[src/hw/rng_pkg.sv]
// one sample in flight at a time; no reseed at run time; output carries no statistical guarantee
package rng_pkg;

    // ====================
    // widths
    // ====================

    // shift registers, operands and output byte
    localparam int unsigned RND_W = 8;

    // signed Booth product
    localparam int unsigned PROD_W = 2 * RND_W;

    // iteration counter of the Booth unit
    localparam int unsigned MUL_ITER_W = $clog2(RND_W);

    // ====================
    // types
    // ====================

    typedef logic [RND_W-1:0] rnd_t;

    typedef logic signed [PROD_W-1:0] prod_t;

    typedef enum logic [1:0] {
        MUL_IDLE,
        MUL_BUSY,
        MUL_DONE
    } mul_state_e;

    // ====================
    // reset values
    // ====================

    // seeds must not both be zero, the pair would never leave zero
    localparam rnd_t SEED_A = 8'hF0;
    localparam rnd_t SEED_B = 8'h0F;

    // credits held after reset
    localparam int unsigned CREDITS = 4;

    // counter must hold CREDITS itself
    localparam int unsigned CREDIT_W = 3;

endpackage

[src/hw/rng_mul_if.sv]
// start is legal only while busy is low; done is a single-cycle pulse with product valid alongside
`timescale 1ns/1ps

interface rng_mul_if (
    input logic clk
);
    import rng_pkg::*;

    logic  start;
    rnd_t  mcand;
    rnd_t  mplier;
    logic  busy;
    logic  done;
    prod_t product;

    // shift registers and operand forming
    modport seed (input start, output mcand, output mplier);

    // Booth unit
    modport mul (
        input  start,
        input  mcand,
        input  mplier,
        output busy,
        output done,
        output product
    );

    // credit and output stage
    modport ctrl (output start, input busy, input done, input product);

endinterface

[src/hw/rng_seed_lfsr.sv]
// both registers step only on an accepted start; seeds come from rng_pkg and must not both be zero
`timescale 1ns/1ps

module rng_seed_lfsr (
    input logic  clk,
    input logic  rst,
    rng_mul_if.seed m
);
    import rng_pkg::*;

    rnd_t state_a;
    rnd_t state_b;
    rnd_t next_a;
    rnd_t next_b;
    logic fb_a;
    logic fb_b;

    // ====================
    // cross feedback
    // ====================

    // each register takes the other's top bit
    assign fb_a = state_b[RND_W-1] ^ state_a[0];
    assign fb_b = state_a[RND_W-1] ^ state_b[0];

    assign next_a = {state_a[RND_W-2:0], fb_a};
    assign next_b = {state_b[RND_W-2:0], fb_b};

    always_ff @(posedge clk) begin
        if (rst) begin
            state_a <= SEED_A;
            state_b <= SEED_B;
        end else if (m.start) begin
            state_a <= next_a;
            state_b <= next_b;
        end
    end

    // ====================
    // operands
    // ====================

    // taken from the states before the step
    assign m.mcand  = state_a ^ state_b;
    assign m.mplier = state_a + state_b;

    // the step is invertible, so a nonzero seed pair stays nonzero
    states_nonzero: assert property (
        @(posedge clk) disable iff (rst)
        !((state_a == '0) && (state_b == '0))
    );

endmodule

[src/hw/rng_booth_mul.sv]
// radix-2 Booth, signed operands, eight iterations per product; start must not arrive while busy
`timescale 1ns/1ps

module rng_booth_mul (
    input logic clk,
    input logic rst,
    rng_mul_if.mul m
);
    import rng_pkg::*;

    mul_state_e state;

    // {upper half, multiplier, extra low bit}
    logic [PROD_W:0]         acc;
    logic [PROD_W:0]         acc_next;
    rnd_t                    mcand_q;
    logic [MUL_ITER_W-1:0]   iter;
    prod_t                   product_q;

    logic signed [RND_W:0]   upper_ext;
    logic signed [RND_W:0]   mcand_ext;
    logic signed [RND_W:0]   sum_ext;
    logic                    last_iter;

    // ====================
    // one Booth step
    // ====================

    // add or subtract one bit wider, so a multiplicand of -128 cannot overflow
    always_comb begin
        upper_ext = {acc[PROD_W], acc[PROD_W:RND_W+1]};
        mcand_ext = {mcand_q[RND_W-1], mcand_q};
        case (acc[1:0])
            2'b01: begin
                sum_ext = upper_ext + mcand_ext;
            end
            2'b10: begin
                sum_ext = upper_ext - mcand_ext;
            end
            default: begin
                sum_ext = upper_ext;
            end
        endcase
    end

    // arithmetic shift right after the add, the wide sign bit fills the top
    assign acc_next  = {sum_ext, acc[RND_W:1]};
    assign last_iter = (iter == MUL_ITER_W'(RND_W - 1));

    // ====================
    // control
    // ====================

    always_ff @(posedge clk) begin
        if (rst) begin
            state <= MUL_IDLE;
            iter  <= '0;
        end else begin
            case (state)
                MUL_IDLE, MUL_DONE: begin
                    iter <= '0;
                    if (m.start) begin
                        state <= MUL_BUSY;
                    end else begin
                        state <= MUL_IDLE;
                    end
                end
                MUL_BUSY: begin
                    iter <= iter + 1'b1;
                    if (last_iter) begin
                        state <= MUL_DONE;
                    end
                end
                default: begin
                    state <= MUL_IDLE;
                end
            endcase
        end
    end

    // ====================
    // datapath
    // ====================

    always_ff @(posedge clk) begin
        if ((state != MUL_BUSY) && m.start) begin
            mcand_q <= m.mcand;
            acc     <= {{RND_W{1'b0}}, m.mplier, 1'b0};
        end else if (state == MUL_BUSY) begin
            acc <= acc_next;
        end
    end

    // product registered together with the move to done
    always_ff @(posedge clk) begin
        if ((state == MUL_BUSY) && last_iter) begin
            product_q <= prod_t'(acc_next[PROD_W:1]);
        end
    end

    assign m.busy    = (state == MUL_BUSY);
    assign m.done    = (state == MUL_DONE);
    assign m.product = product_q;

    // issue logic lives in the output stage
    no_start_while_busy: assert property (
        @(posedge clk) disable iff (rst)
        m.start |-> !m.busy
    );

endmodule

[src/hw/rng_credit_out.sv]
// consumer returns one credit per byte as a single pulse, never more than CREDITS outstanding
`timescale 1ns/1ps

module rng_credit_out (
    input  logic          clk,
    input  logic          rst,
    input  logic          en,
    input  logic          credit_return,
    output logic          rnd_valid,
    output rng_pkg::rnd_t rnd_data,
    rng_mul_if.ctrl       m
);
    import rng_pkg::*;

    logic [CREDIT_W-1:0] credits;
    logic                have_credit;

    // ====================
    // sample issue
    // ====================

    assign have_credit = (credits != '0);

    // busy holds off a second sample until the product is out
    assign m.start = en && have_credit && !m.busy;

    always_ff @(posedge clk) begin
        if (rst) begin
            credits <= CREDIT_W'(CREDITS);
        end else begin
            case ({m.start, credit_return})
                2'b10: begin
                    credits <= credits - 1'b1;
                end
                2'b01: begin
                    credits <= credits + 1'b1;
                end
                default: begin
                    credits <= credits;
                end
            endcase
        end
    end

    // ====================
    // output register
    // ====================

    always_ff @(posedge clk) begin
        if (rst) begin
            rnd_valid <= 1'b0;
        end else begin
            rnd_valid <= m.done;
        end
    end

    // low byte only
    always_ff @(posedge clk) begin
        if (m.done) begin
            rnd_data <= m.product[RND_W-1:0];
        end
    end

    credit_bound: assert property (
        @(posedge clk) disable iff (rst)
        credits <= CREDIT_W'(CREDITS)
    );

    // a full count means the consumer has nothing to return
    no_return_when_full: assert property (
        @(posedge clk) disable iff (rst)
        credit_return |-> (credits != CREDIT_W'(CREDITS))
    );

    valid_single_pulse: assert property (
        @(posedge clk) disable iff (rst)
        rnd_valid |=> !rnd_valid
    );

endmodule

[src/hw/rng_cross_top.sv]
// rnd_valid rises nine cycles after a sample starts; credit_return must stay a single pulse per byte
`timescale 1ns/1ps

module rng_cross_top (
    input  logic          clk,
    input  logic          rst,
    input  logic          en,
    input  logic          credit_return,
    output logic          rnd_valid,
    output rng_pkg::rnd_t rnd_data
);

    // ====================
    // internal bus
    // ====================

    rng_mul_if mul_if (
        .clk (clk)
    );

    // ====================
    // blocks
    // ====================

    // operands from the current register states
    rng_seed_lfsr seed_i (
        .clk (clk),
        .rst (rst),
        .m   (mul_if.seed)
    );

    rng_booth_mul mul_i (
        .clk (clk),
        .rst (rst),
        .m   (mul_if.mul)
    );

    // credits, sample issue and output byte
    rng_credit_out out_i (
        .clk           (clk),
        .rst           (rst),
        .en            (en),
        .credit_return (credit_return),
        .rnd_valid     (rnd_valid),
        .rnd_data      (rnd_data),
        .m             (mul_if.ctrl)
    );

endmodule

[config.mk]
export PLATFORM = sky130hd
export DESIGN_NAME = rng_cross_top
export DESIGN_NICKNAME = d
export VERILOG_FILES = /design/src/hw/rng_pkg.sv /design/src/hw/rng_mul_if.sv /design/src/hw/rng_seed_lfsr.sv /design/src/hw/rng_booth_mul.sv /design/src/hw/rng_credit_out.sv /design/src/hw/rng_cross_top.sv
export SDC_FILE = /design/constraint.sdc
export NUM_CORES = 1
export LEC_CHECK = 0
export ABC_AREA = 1
export BUFFER_PORTS_ARGS = -buffer_cell sky130_fd_sc_hd__buf_4
export CAP_MARGIN = 25
export CORE_MARGIN = 2
export CORE_UTILIZATION = 60
export DETAILED_ROUTE_END_ITERATION = 12
export PLACE_DENSITY = 0.78
export SETUP_SLACK_MARGIN = 0.2
export SYNTH_ARGS = -nofsm -noshare
export SYNTH_HDL_FRONTEND = slang
export SYNTH_SLANG_ARGS = --single-unit
[constraint.sdc]
create_clock -name clk -period 6 [get_ports clk]
set_input_delay 1.2 -clock clk [delete_from_list [all_inputs] [get_ports clk]]
set_output_delay 1.2 -clock clk [all_outputs]
set_load 0.1 [all_outputs]
[After elaboration in Yosys (flattened, before gate mapping)]
Cells that the tools add are included.
Word-level totals
  bits in registers: 66
  bits in latches: 0
  memory bits (writable): 0
  memory bits (read-only): 0
  input port bits: 4
  output and inout bits: 9
  memories: 0
Operators by class
  $add $sub $neg: 6
  multipliers: 0
  divide/modulo/power cells: 0
  $lt $le $gt $ge: 0
  eq/ne operators: 9
  shift-type cells: 0
  mux-type cells: 8
  bitwise gates (word level): 3
  reduce and logical (&&, ||, !) cells: 11
Operator list (count)
  2-to-1 mux 9 bit: 2
  one-hot mux 9 bit (2 select lines): 1
  one-hot mux 3 bit (2 select lines): 2
  adder 8 x 8 -> 9 bit: 1
  subtractor 8 x 8 -> 9 bit: 1
  adder 8 bit: 1
  XOR 8 bit: 1
  adder 3 x 1 -> 3 bit (second input constant): 2
  == test 2 x 1 -> 1 bit (second input constant): 3
  == test 2 bit (second input constant): 3
  nonzero test 2 bit: 3
  logical AND 1 bit: 4
  one-hot mux 2 bit (2 select lines): 1
  == test 3 bit (second input constant): 1
  nonzero test 3 bit: 1
  subtractor 3 x 1 -> 3 bit (second input constant): 1
  zero test 2 bit: 1
  2-to-1 mux 2 bit: 1
  != test 2 x 1 -> 1 bit (second input constant): 1
  != test 2 bit (second input constant): 1
  OR reduction 2 bit: 1
  XOR 1 bit: 2
  zero test 1 bit: 1
  2-to-1 mux 1 bit: 1

[Logic depth before layout (Yosys ltp)]
Gate-level depths: netlist of the first run.
  depth after elaboration: 5
  mapped depth: 18

[Hierarchy]
A second synthesis of the first run with hierarchy kept.
Second synthesis, totals
  cell total of the unflattened synthesis: 399
  area, all modules: 3652.3 sq um
Modules (own cells, without submodules)
  rng_booth_mul: times used 1, cells each 233, area each 2259.7 sq um
  rng_seed_lfsr: times used 1, cells each 130, area each 930.9 sq um
  rng_credit_out: times used 1, cells each 36, area each 461.7 sq um

[Worst setup path before layout of the first run]
Ideal clock, no wire load.
  kind: in2reg
  from: in en
  to: reg out_i.credits[2]
  setup time: 0.124 ns
  arrival time: 2.412 ns
  required time: 5.876 ns
  setup slack: 3.464 ns
  cell stages on the path: 10
  buffers on the path: 2
  path through: nand3_2 buf_6 buf_6 ha_1 inv_1 fa_1 nor2_1 nor2_1 a21oi_1 o21ai_0
On the way
  longest elaborated chain between the ends: 4
  elaborated cells on any way between the ends: 6
Ends and longest elaborated chain
  start: declaration: line rng_cross_top.sv:7  | input logic en,
  logical AND 1 bit (*) (2 in series): line rng_credit_out.sv:25  | assign m.start = en && have_credit && !m.busy;
  == test 2 x 1 -> 1 bit / == test 2 bit (equally long branches): line rng_credit_out.sv:31  | case ({m.start, credit_return})
  one-hot mux 3 bit (2 select lines) / nonzero test 2 bit (equally long branches)
  end signal: assignment: line rng_credit_out.sv:29  | credits <= CREDIT_W'(CREDITS);
  end signal: assignment: line rng_credit_out.sv:33  | credits <= credits - 1'b1;
  end signal: assignment: line rng_credit_out.sv:36  | credits <= credits + 1'b1;
  end: declaration: line rng_credit_out.sv:15  | logic [CREDIT_W-1:0] credits;
Mark *: on every way between the ends. The rest lies on a longest branch, timed or not.
A chain may end at the register's enable or synchronous reset.

[Final worst setup path of the first run]
  from: in en
  to: reg out_i.credits[1]
The elaborated chain is that of the path after synthesis.

==> results of run 1 <==
==> cells by family (layout without fill, tap and decap cells) <==
logic type	after synthesis	count (layout)	share of synthesized area [%]
AOI/OAI and AO/OA	70	70	12.8
xor gates and xnor gates	10	10	2.62
adders and majority gates	23	23	9.29
buffers and inverters	64	84	8.39
DFF	66	66	49.1
and+or+nand+nor	141	141	17.8
==> final cells by class <==
type | instances | area (sq um)
clock inverters | 7 | 98.8
well taps | 72 | 90.1
fillers | 410 | 1770
clock buffers | 9 | 124
inverters | 56 | 210
flip-flops and latches | 66 | 1640
multi-input cells | 244 | 1420
repair buffers | 12 | 90.1
==> per-stage QoR <==
stage / hold slack (ns) / worst slack, ns / power, W / area, sq um / instances
after CTS: 0.427 / 3.24 / 0.00173 / 3670 / 466
after global placement: 0.401 / 2.94 / 0.00128 / 3450 / 450
after floorplan: 0.400 / 3.46 / 0.00118 / 3340 / 374
after detailed placement: 0.406 / 2.86 / 0.00131 / 3450 / 450
after global routing: 0.433 / 3.06 / 0.00187 / 3670 / 466
final: 0.424 / 3.22 / 0.00173 / 3670 / 466
==> worst paths after layout <==
path / startpoint / to / slack, ns / cells past startpoint
min reg2reg: mul_i.m.product[4]$_DFFE_PP_ / out_i.rnd_data[4]$_DFFE_PP_ / 0.42 / 0
max reg2reg: mul_i.mcand_q[0]$_DFFE_PP_ / mul_i.acc[16]$_SDFFE_PP0P_ / 3.35 / 17
min: mul_i.m.product[4]$_DFFE_PP_ / out_i.rnd_data[4]$_DFFE_PP_ / 0.42 / 0
max: en / out_i.credits[1]$_SDFFE_PP0P_ / 3.22 / 7
==> sequential cells by signal, summed over array words and instances (netlist names) <==
register / count
mul_i.m.product: 8
out_i.rnd_valid: 1
out_i.credits: 3
mul_i.mcand_q: 8
seed_i.state_b: 8
mul_i.state: 2
out_i.rnd_data: 8
mul_i.acc: 17
mul_i.iter: 3
seed_i.state_a: 8
==> layout by cell type, fill, tap and decap left out, drive strengths merged, types with 3 or more instances in the layout <==
master	count
edfxtp	32
xnor2	3
nand4	5
o21ai	25
nor3	3
nand2	87
buf	12
clkinv	3
a21oi	28
nand3	22
clkbuf	9
inv	57
nor2	24
o211ai	7
xor2	7
ha	20
dfxtp	34
fa	3
==> report_power, final <==
group | switching, W | internal (W)
Clock | 0.000183 | 0.000237
Sequential | 0.0000661 | 0.000583
Combinational | 0.000418 | 0.000245
==> layer usage <==
layer / GRT usage [%] / routed length [microns] / up-vias
met5: 0 / 0 / -
met4: 9.12 / 131 / 0
met3: 7.13 / 301 / 15
met2: 36.7 / 2930 / 51
met1: 26.6 / 2930 / 1165
li1: - / - / 1273
==> results.ini, run 1 <==
[run_status]
outcome=complete, no violations

[timing]
maxSlewHeadroom_pct=53.2
drv_slew=0
period_share_pct=46.4
worstMarginPinSlew_ns=0.700
grt_setup_unrepaired=no
finalSetupViolCount=0
finClkSkew_ns=0.00686
max_freq_mhz=359
fin_crit_ns=2.78
report.final.hold_viol_count=0
tns_ns=0

[layout]
area_delta_synth_final_pct=9.96
diodes=0
layout-drive-gt1-share_pct=10.2
post-route-util_pct=67.5
final_nets=416

[clock_network]
htreeDepth=3
cts_sinks=66
root_buffer=clkbuf_8
clkTransAtPathRegs_ns=0.08
cts_buffers=9
post-cts-setup-buffer-count=0
cts_hold_buf=0
insertion_delay_ns=0.34
clockBufferDepth=2
cts_tree=done
cts_resized=0

[critical_path]
path_buf_inv=2
cpPeakStageDelay_ns=0.54
worstPathCellList=buf_4 -> nand3_2 -> ha_1 -> inv_1 -> fa_1 -> o21ai_0 -> nor2_1
arrival_ns=3.02
critPathKind=input port to register
cp-end-kind=register
path_delay_family=adder cells
crit_required_ns=6.24
startpoint_type=input port
critPathSlowestCell=nand3_2
cp_max_fo=29

[synthesis]
yosys.area.top_type_share_pct=28.8
synthTopCellsByArea=edfxtp_1, dfxtp_1, nand2_1
synth_cell_type_count=37
synth.most_common_cell=nand2_1
synth_seq_cells=66
synth_area_sq_um=3340
synth_warnings=0
postSynthAreaPerCell_sq_um=8.93
async_reset_ff_share_pct=0
ys_seq_area_share_pct=49.1
synthFlopType=dfxtp_1
yosysTopAreaCell=edfxtp_1
synth_edf_count=32
synth_nets=401
synth_commonest_cells=nand2_1, inv_1, dfxtp_1
syn_inst=374

[power_and_ir_drop]
ir_worst_vdd_v=0.000217
p_leak_nw=1.68
power_density_nw_per_um2=472

[job]
drv_cap=0

[global_route]
antenna_found_initial=0
grt_util_all_layers_pct=22.2
gr-total-overflow=0
grt_max_degree=30
grt_pass1_wl_mm=10.5
grt_pass1_vias=2366

[floorplanning]
pin_count=13
row_count=27
start_util_pct=61.4
core_sq_um=5440
die_w_microns=78.6
dieArea_sq_um=6180
die_h_microns=78.6

[routing]
drtAntennaViolNets=0
drt-initial-drc-count=170
detail_route.first_pass.iterations=5
avgViaCountPerCell=5.37
via_count=2504
wl_mm=6.29
wire_per_inst_microns=13.5
drc=0

[min_path]
hp-class=register to register

[placement]
io_buffers=12
gp_congestion=0.878
dp_hpwl_mm=4.30

No activity file was read; power rests on OpenSTA's default activity.
==> inputs of run 2 (changes only) <==
==> constraint.sdc (replaced) <==
create_clock -name clk -period 2.6 [get_ports clk]
set_input_delay 0.52 -clock clk [delete_from_list [all_inputs] [get_ports clk]]
set_output_delay 0.52 -clock clk [all_outputs]
set_load 0.1 [all_outputs]
==> results.ini, run 2 (synthesis results as in run 1) <==
[critical_path]
reg2regPathDepth=17  ; unchanged
reg2reg_setup_slack_ns=0.21  ; -3.14 ns
timing.critical_path.mode_cell=nand2_1
cp-end-kind=register
worstPathCellList=inv_2 -> ha_4 -> inv_2 -> nor2_4 -> nand2_2 -> o31ai_4 -> xnor2_1 -> inv_1 -> ha_4 -> buf_6 -> a21oi_2 -> o21a_1 -> nand2_1 -> nand2_1 -> nand3_2 -> nand2_1 -> nand2_1
critPathSlowestCell=edfxtp_1
arrival_ns=2.63  ; -0.39 ns
cp_max_fo=4  ; -86%
r2r-start=mul_i.mcand_q[0]$_DFFE_PP_
cpPeakStageDelay_ns=0.41  ; -0.13 ns
critPathKind=register to register
r2r-end=mul_i.acc[15]$_SDFFE_PP0P_
startpoint_type=register
crit_required_ns=2.84  ; -3.40 ns

[routing]
wire_per_inst_microns=15.3  ; +13%
wl_mm=7.20  ; +14%
drc=0  ; unchanged
detail_route.first_pass.iterations=4  ; -1
drtAntennaViolNets=0  ; unchanged
via_count=2642  ; +5.5%
avgViaCountPerCell=5.60  ; +4.2%
drt-initial-drc-count=168  ; -1.2%

[timing]
max_freq_mhz=419
finClkSkew_ns=0.0139  ; +0.00705 ns
final.setup.worst_slack_ns=0.211  ; -3.01 ns
period_share_pct=91.9
fin_crit_ns=2.39
report.final.hold_viol_count=0  ; unchanged
grt_setup_unrepaired=yes
maxSlewHeadroom_pct=54.5  ; +1.3 points
finalSetupViolCount=0  ; unchanged
timing.hold.ws_ns=0.415  ; -0.00914 ns
worstMarginPinSlew_ns=0.680  ; -0.0198 ns
tns_ns=0  ; unchanged
drv_slew=0  ; unchanged

[floorplanning]
pin_count=13  ; unchanged
dieArea_sq_um=6180  ; unchanged
die_w_microns=78.6  ; unchanged
start_util_pct=61.4  ; unchanged
row_count=27  ; unchanged
die_h_microns=78.6  ; unchanged
core_sq_um=5440  ; unchanged

[job]
drv_cap=0  ; unchanged

[power_and_ir_drop]
p_leak_nw=1.71  ; +2.0%
ir_worst_vdd_v=0.000524  ; +140%
power_density_nw_per_um2=1130  ; +140%

[global_route]
grt_util_all_layers_pct=23.6  ; +1.4 points
grt_pass1_wl_mm=11.0  ; +5.3%
grt_max_degree=29  ; -3.3%
grt_pass1_vias=2493  ; +5.4%
antenna_found_initial=0  ; unchanged
gr-total-overflow=0  ; unchanged

[layout]
largest_reg_flops=17  ; unchanged
post-route-util_pct=69.9  ; +2.3 points
final_nets=422  ; +1.4%
fill_cells=403  ; -1.7%
mostFrequentLayoutCells=nand2_1, inv_1, dfxtp_1, edfxtp_1
diodes=0  ; unchanged
regMostFlops=mul_i.acc
finalInstanceArea_sq_um=3800  ; +3.5%
area_delta_synth_final_pct=13.8
layout-drive-gt1-share_pct=14.5  ; +4.3 points
final_common_cell=nand2_1

[clock_network]
cts_sinks=66  ; unchanged
cts_tree=done
insertion_delay_ns=0.34  ; about the same
clockBufferDepth=2  ; unchanged
clkTransAtPathRegs_ns=0.07  ; about the same
htreeDepth=3  ; unchanged
cts_hold_buf=0  ; unchanged
root_buffer=clkbuf_8
cts_buffers=9  ; unchanged

[min_path]
hold_start=mul_i.m.product[6]$_DFFE_PP_
holdPathEnd=out_i.rnd_data[6]$_DFFE_PP_
min_path_cells=0  ; unchanged
hp-class=register to register

[placement]
place_area_sq_um=3460  ; +0.22%
dp_hpwl_mm=4.58  ; +6.6%
io_buffers=12  ; unchanged
place_ws_ns=0.0908  ; -2.77 ns
gp_congestion=0.902  ; +2.8%

[run_status]
outcome=complete, no violations

==> run 2: changes by cell type in the layout (fill, tap and decap cells not counted), sizes merged <==
cell,delta
inv,-2
buf,+6
clkinvlp,-1
clkinv,-1
clkbuf,+4
==> run 2: worst max path at each step <==
stage | startpoint | end | cells after the start
3_3_place_gp | mul_i.mcand_q[0]$_DFFE_PP_ | mul_i.acc[16]$_SDFFE_PP0P_ | 18
2_1_floorplan | mul_i.mcand_q[0]$_DFFE_PP_ | mul_i.acc[16]$_SDFFE_PP0P_ | 18
6_report | mul_i.mcand_q[0]$_DFFE_PP_ | mul_i.acc[15]$_SDFFE_PP0P_ | 17
3_5_place_dp | mul_i.mcand_q[0]$_DFFE_PP_ | mul_i.acc[16]$_SDFFE_PP0P_ | 18
4_1_cts | mul_i.mcand_q[0]$_DFFE_PP_ | mul_i.acc[16]$_SDFFE_PP0P_ | 18
5_1_grt | mul_i.acc[1]$_DFFE_PP_ | mul_i.acc[14]$_SDFFE_PP0P_ | 14
==> run 2: routing by layer <==
layer / part of all wire, % / GRT usage (%) / wire, microns
met3: 5.2 / 6.44 / 378
met1: 41 / 27.4 / 2970
met5: 0 / 0 / 0
met4: 3.5 / 14.7 / 252
met2: 50 / 38.5 / 3600
==> run 2: repair_timing <==
item,4_1_cts,5_1_grt
gates resized for setup,3,20
pin swaps,0,18
setup buffers,0,5
hold endpoints to repair,0,0
setup endpoints to repair,2,5
==> run 2: stage by stage <==
step	std cells	power, W
2_1_floorplan	374	0.00273
3_3_place_gp	451	0.00297
3_5_place_dp	451	0.00303
4_1_cts	467	0.00404
5_1_grt	472	0.00457
6_report	472	0.00428
==> run 2: cell type report <==
class	instances	area, sq um	area share, %
Sequential cell	66	1640	43.2
Clock inverter	3	63.8	1.68
Tap cell	72	90.1	2.37
Multi-Input combinational cell	244	1510	39.7
Timing Repair Buffer	18	139	3.65
Inverter	56	210	5.53
Clock buffer	13	149	3.92
==> run 2: worst max-delay path: cells and delay by family (launching register included) <==
| kind | cells | cell delay, ns |
|---|---|---|
| fa+ha+maj | 2 | 0.40 |
| compound gates | 3 | 0.48 |
| flops | 1 | 0.41 |
| simple gates | 7 | 0.51 |
| xor+xnor | 1 | 0.14 |
| buf+inv | 4 | 0.35 |
==> run 2: report_power, final <==
group	leakage [nW]	internal, W	switching (W)	total (W)
clock	0.105	0.000565	0.000375	0.000940
combinational	1.03	0.000697	0.00113	0.00182
sequential	0.576	0.00135	0.000173	0.00152
total	1.71	0.00261	0.00167	0.00428
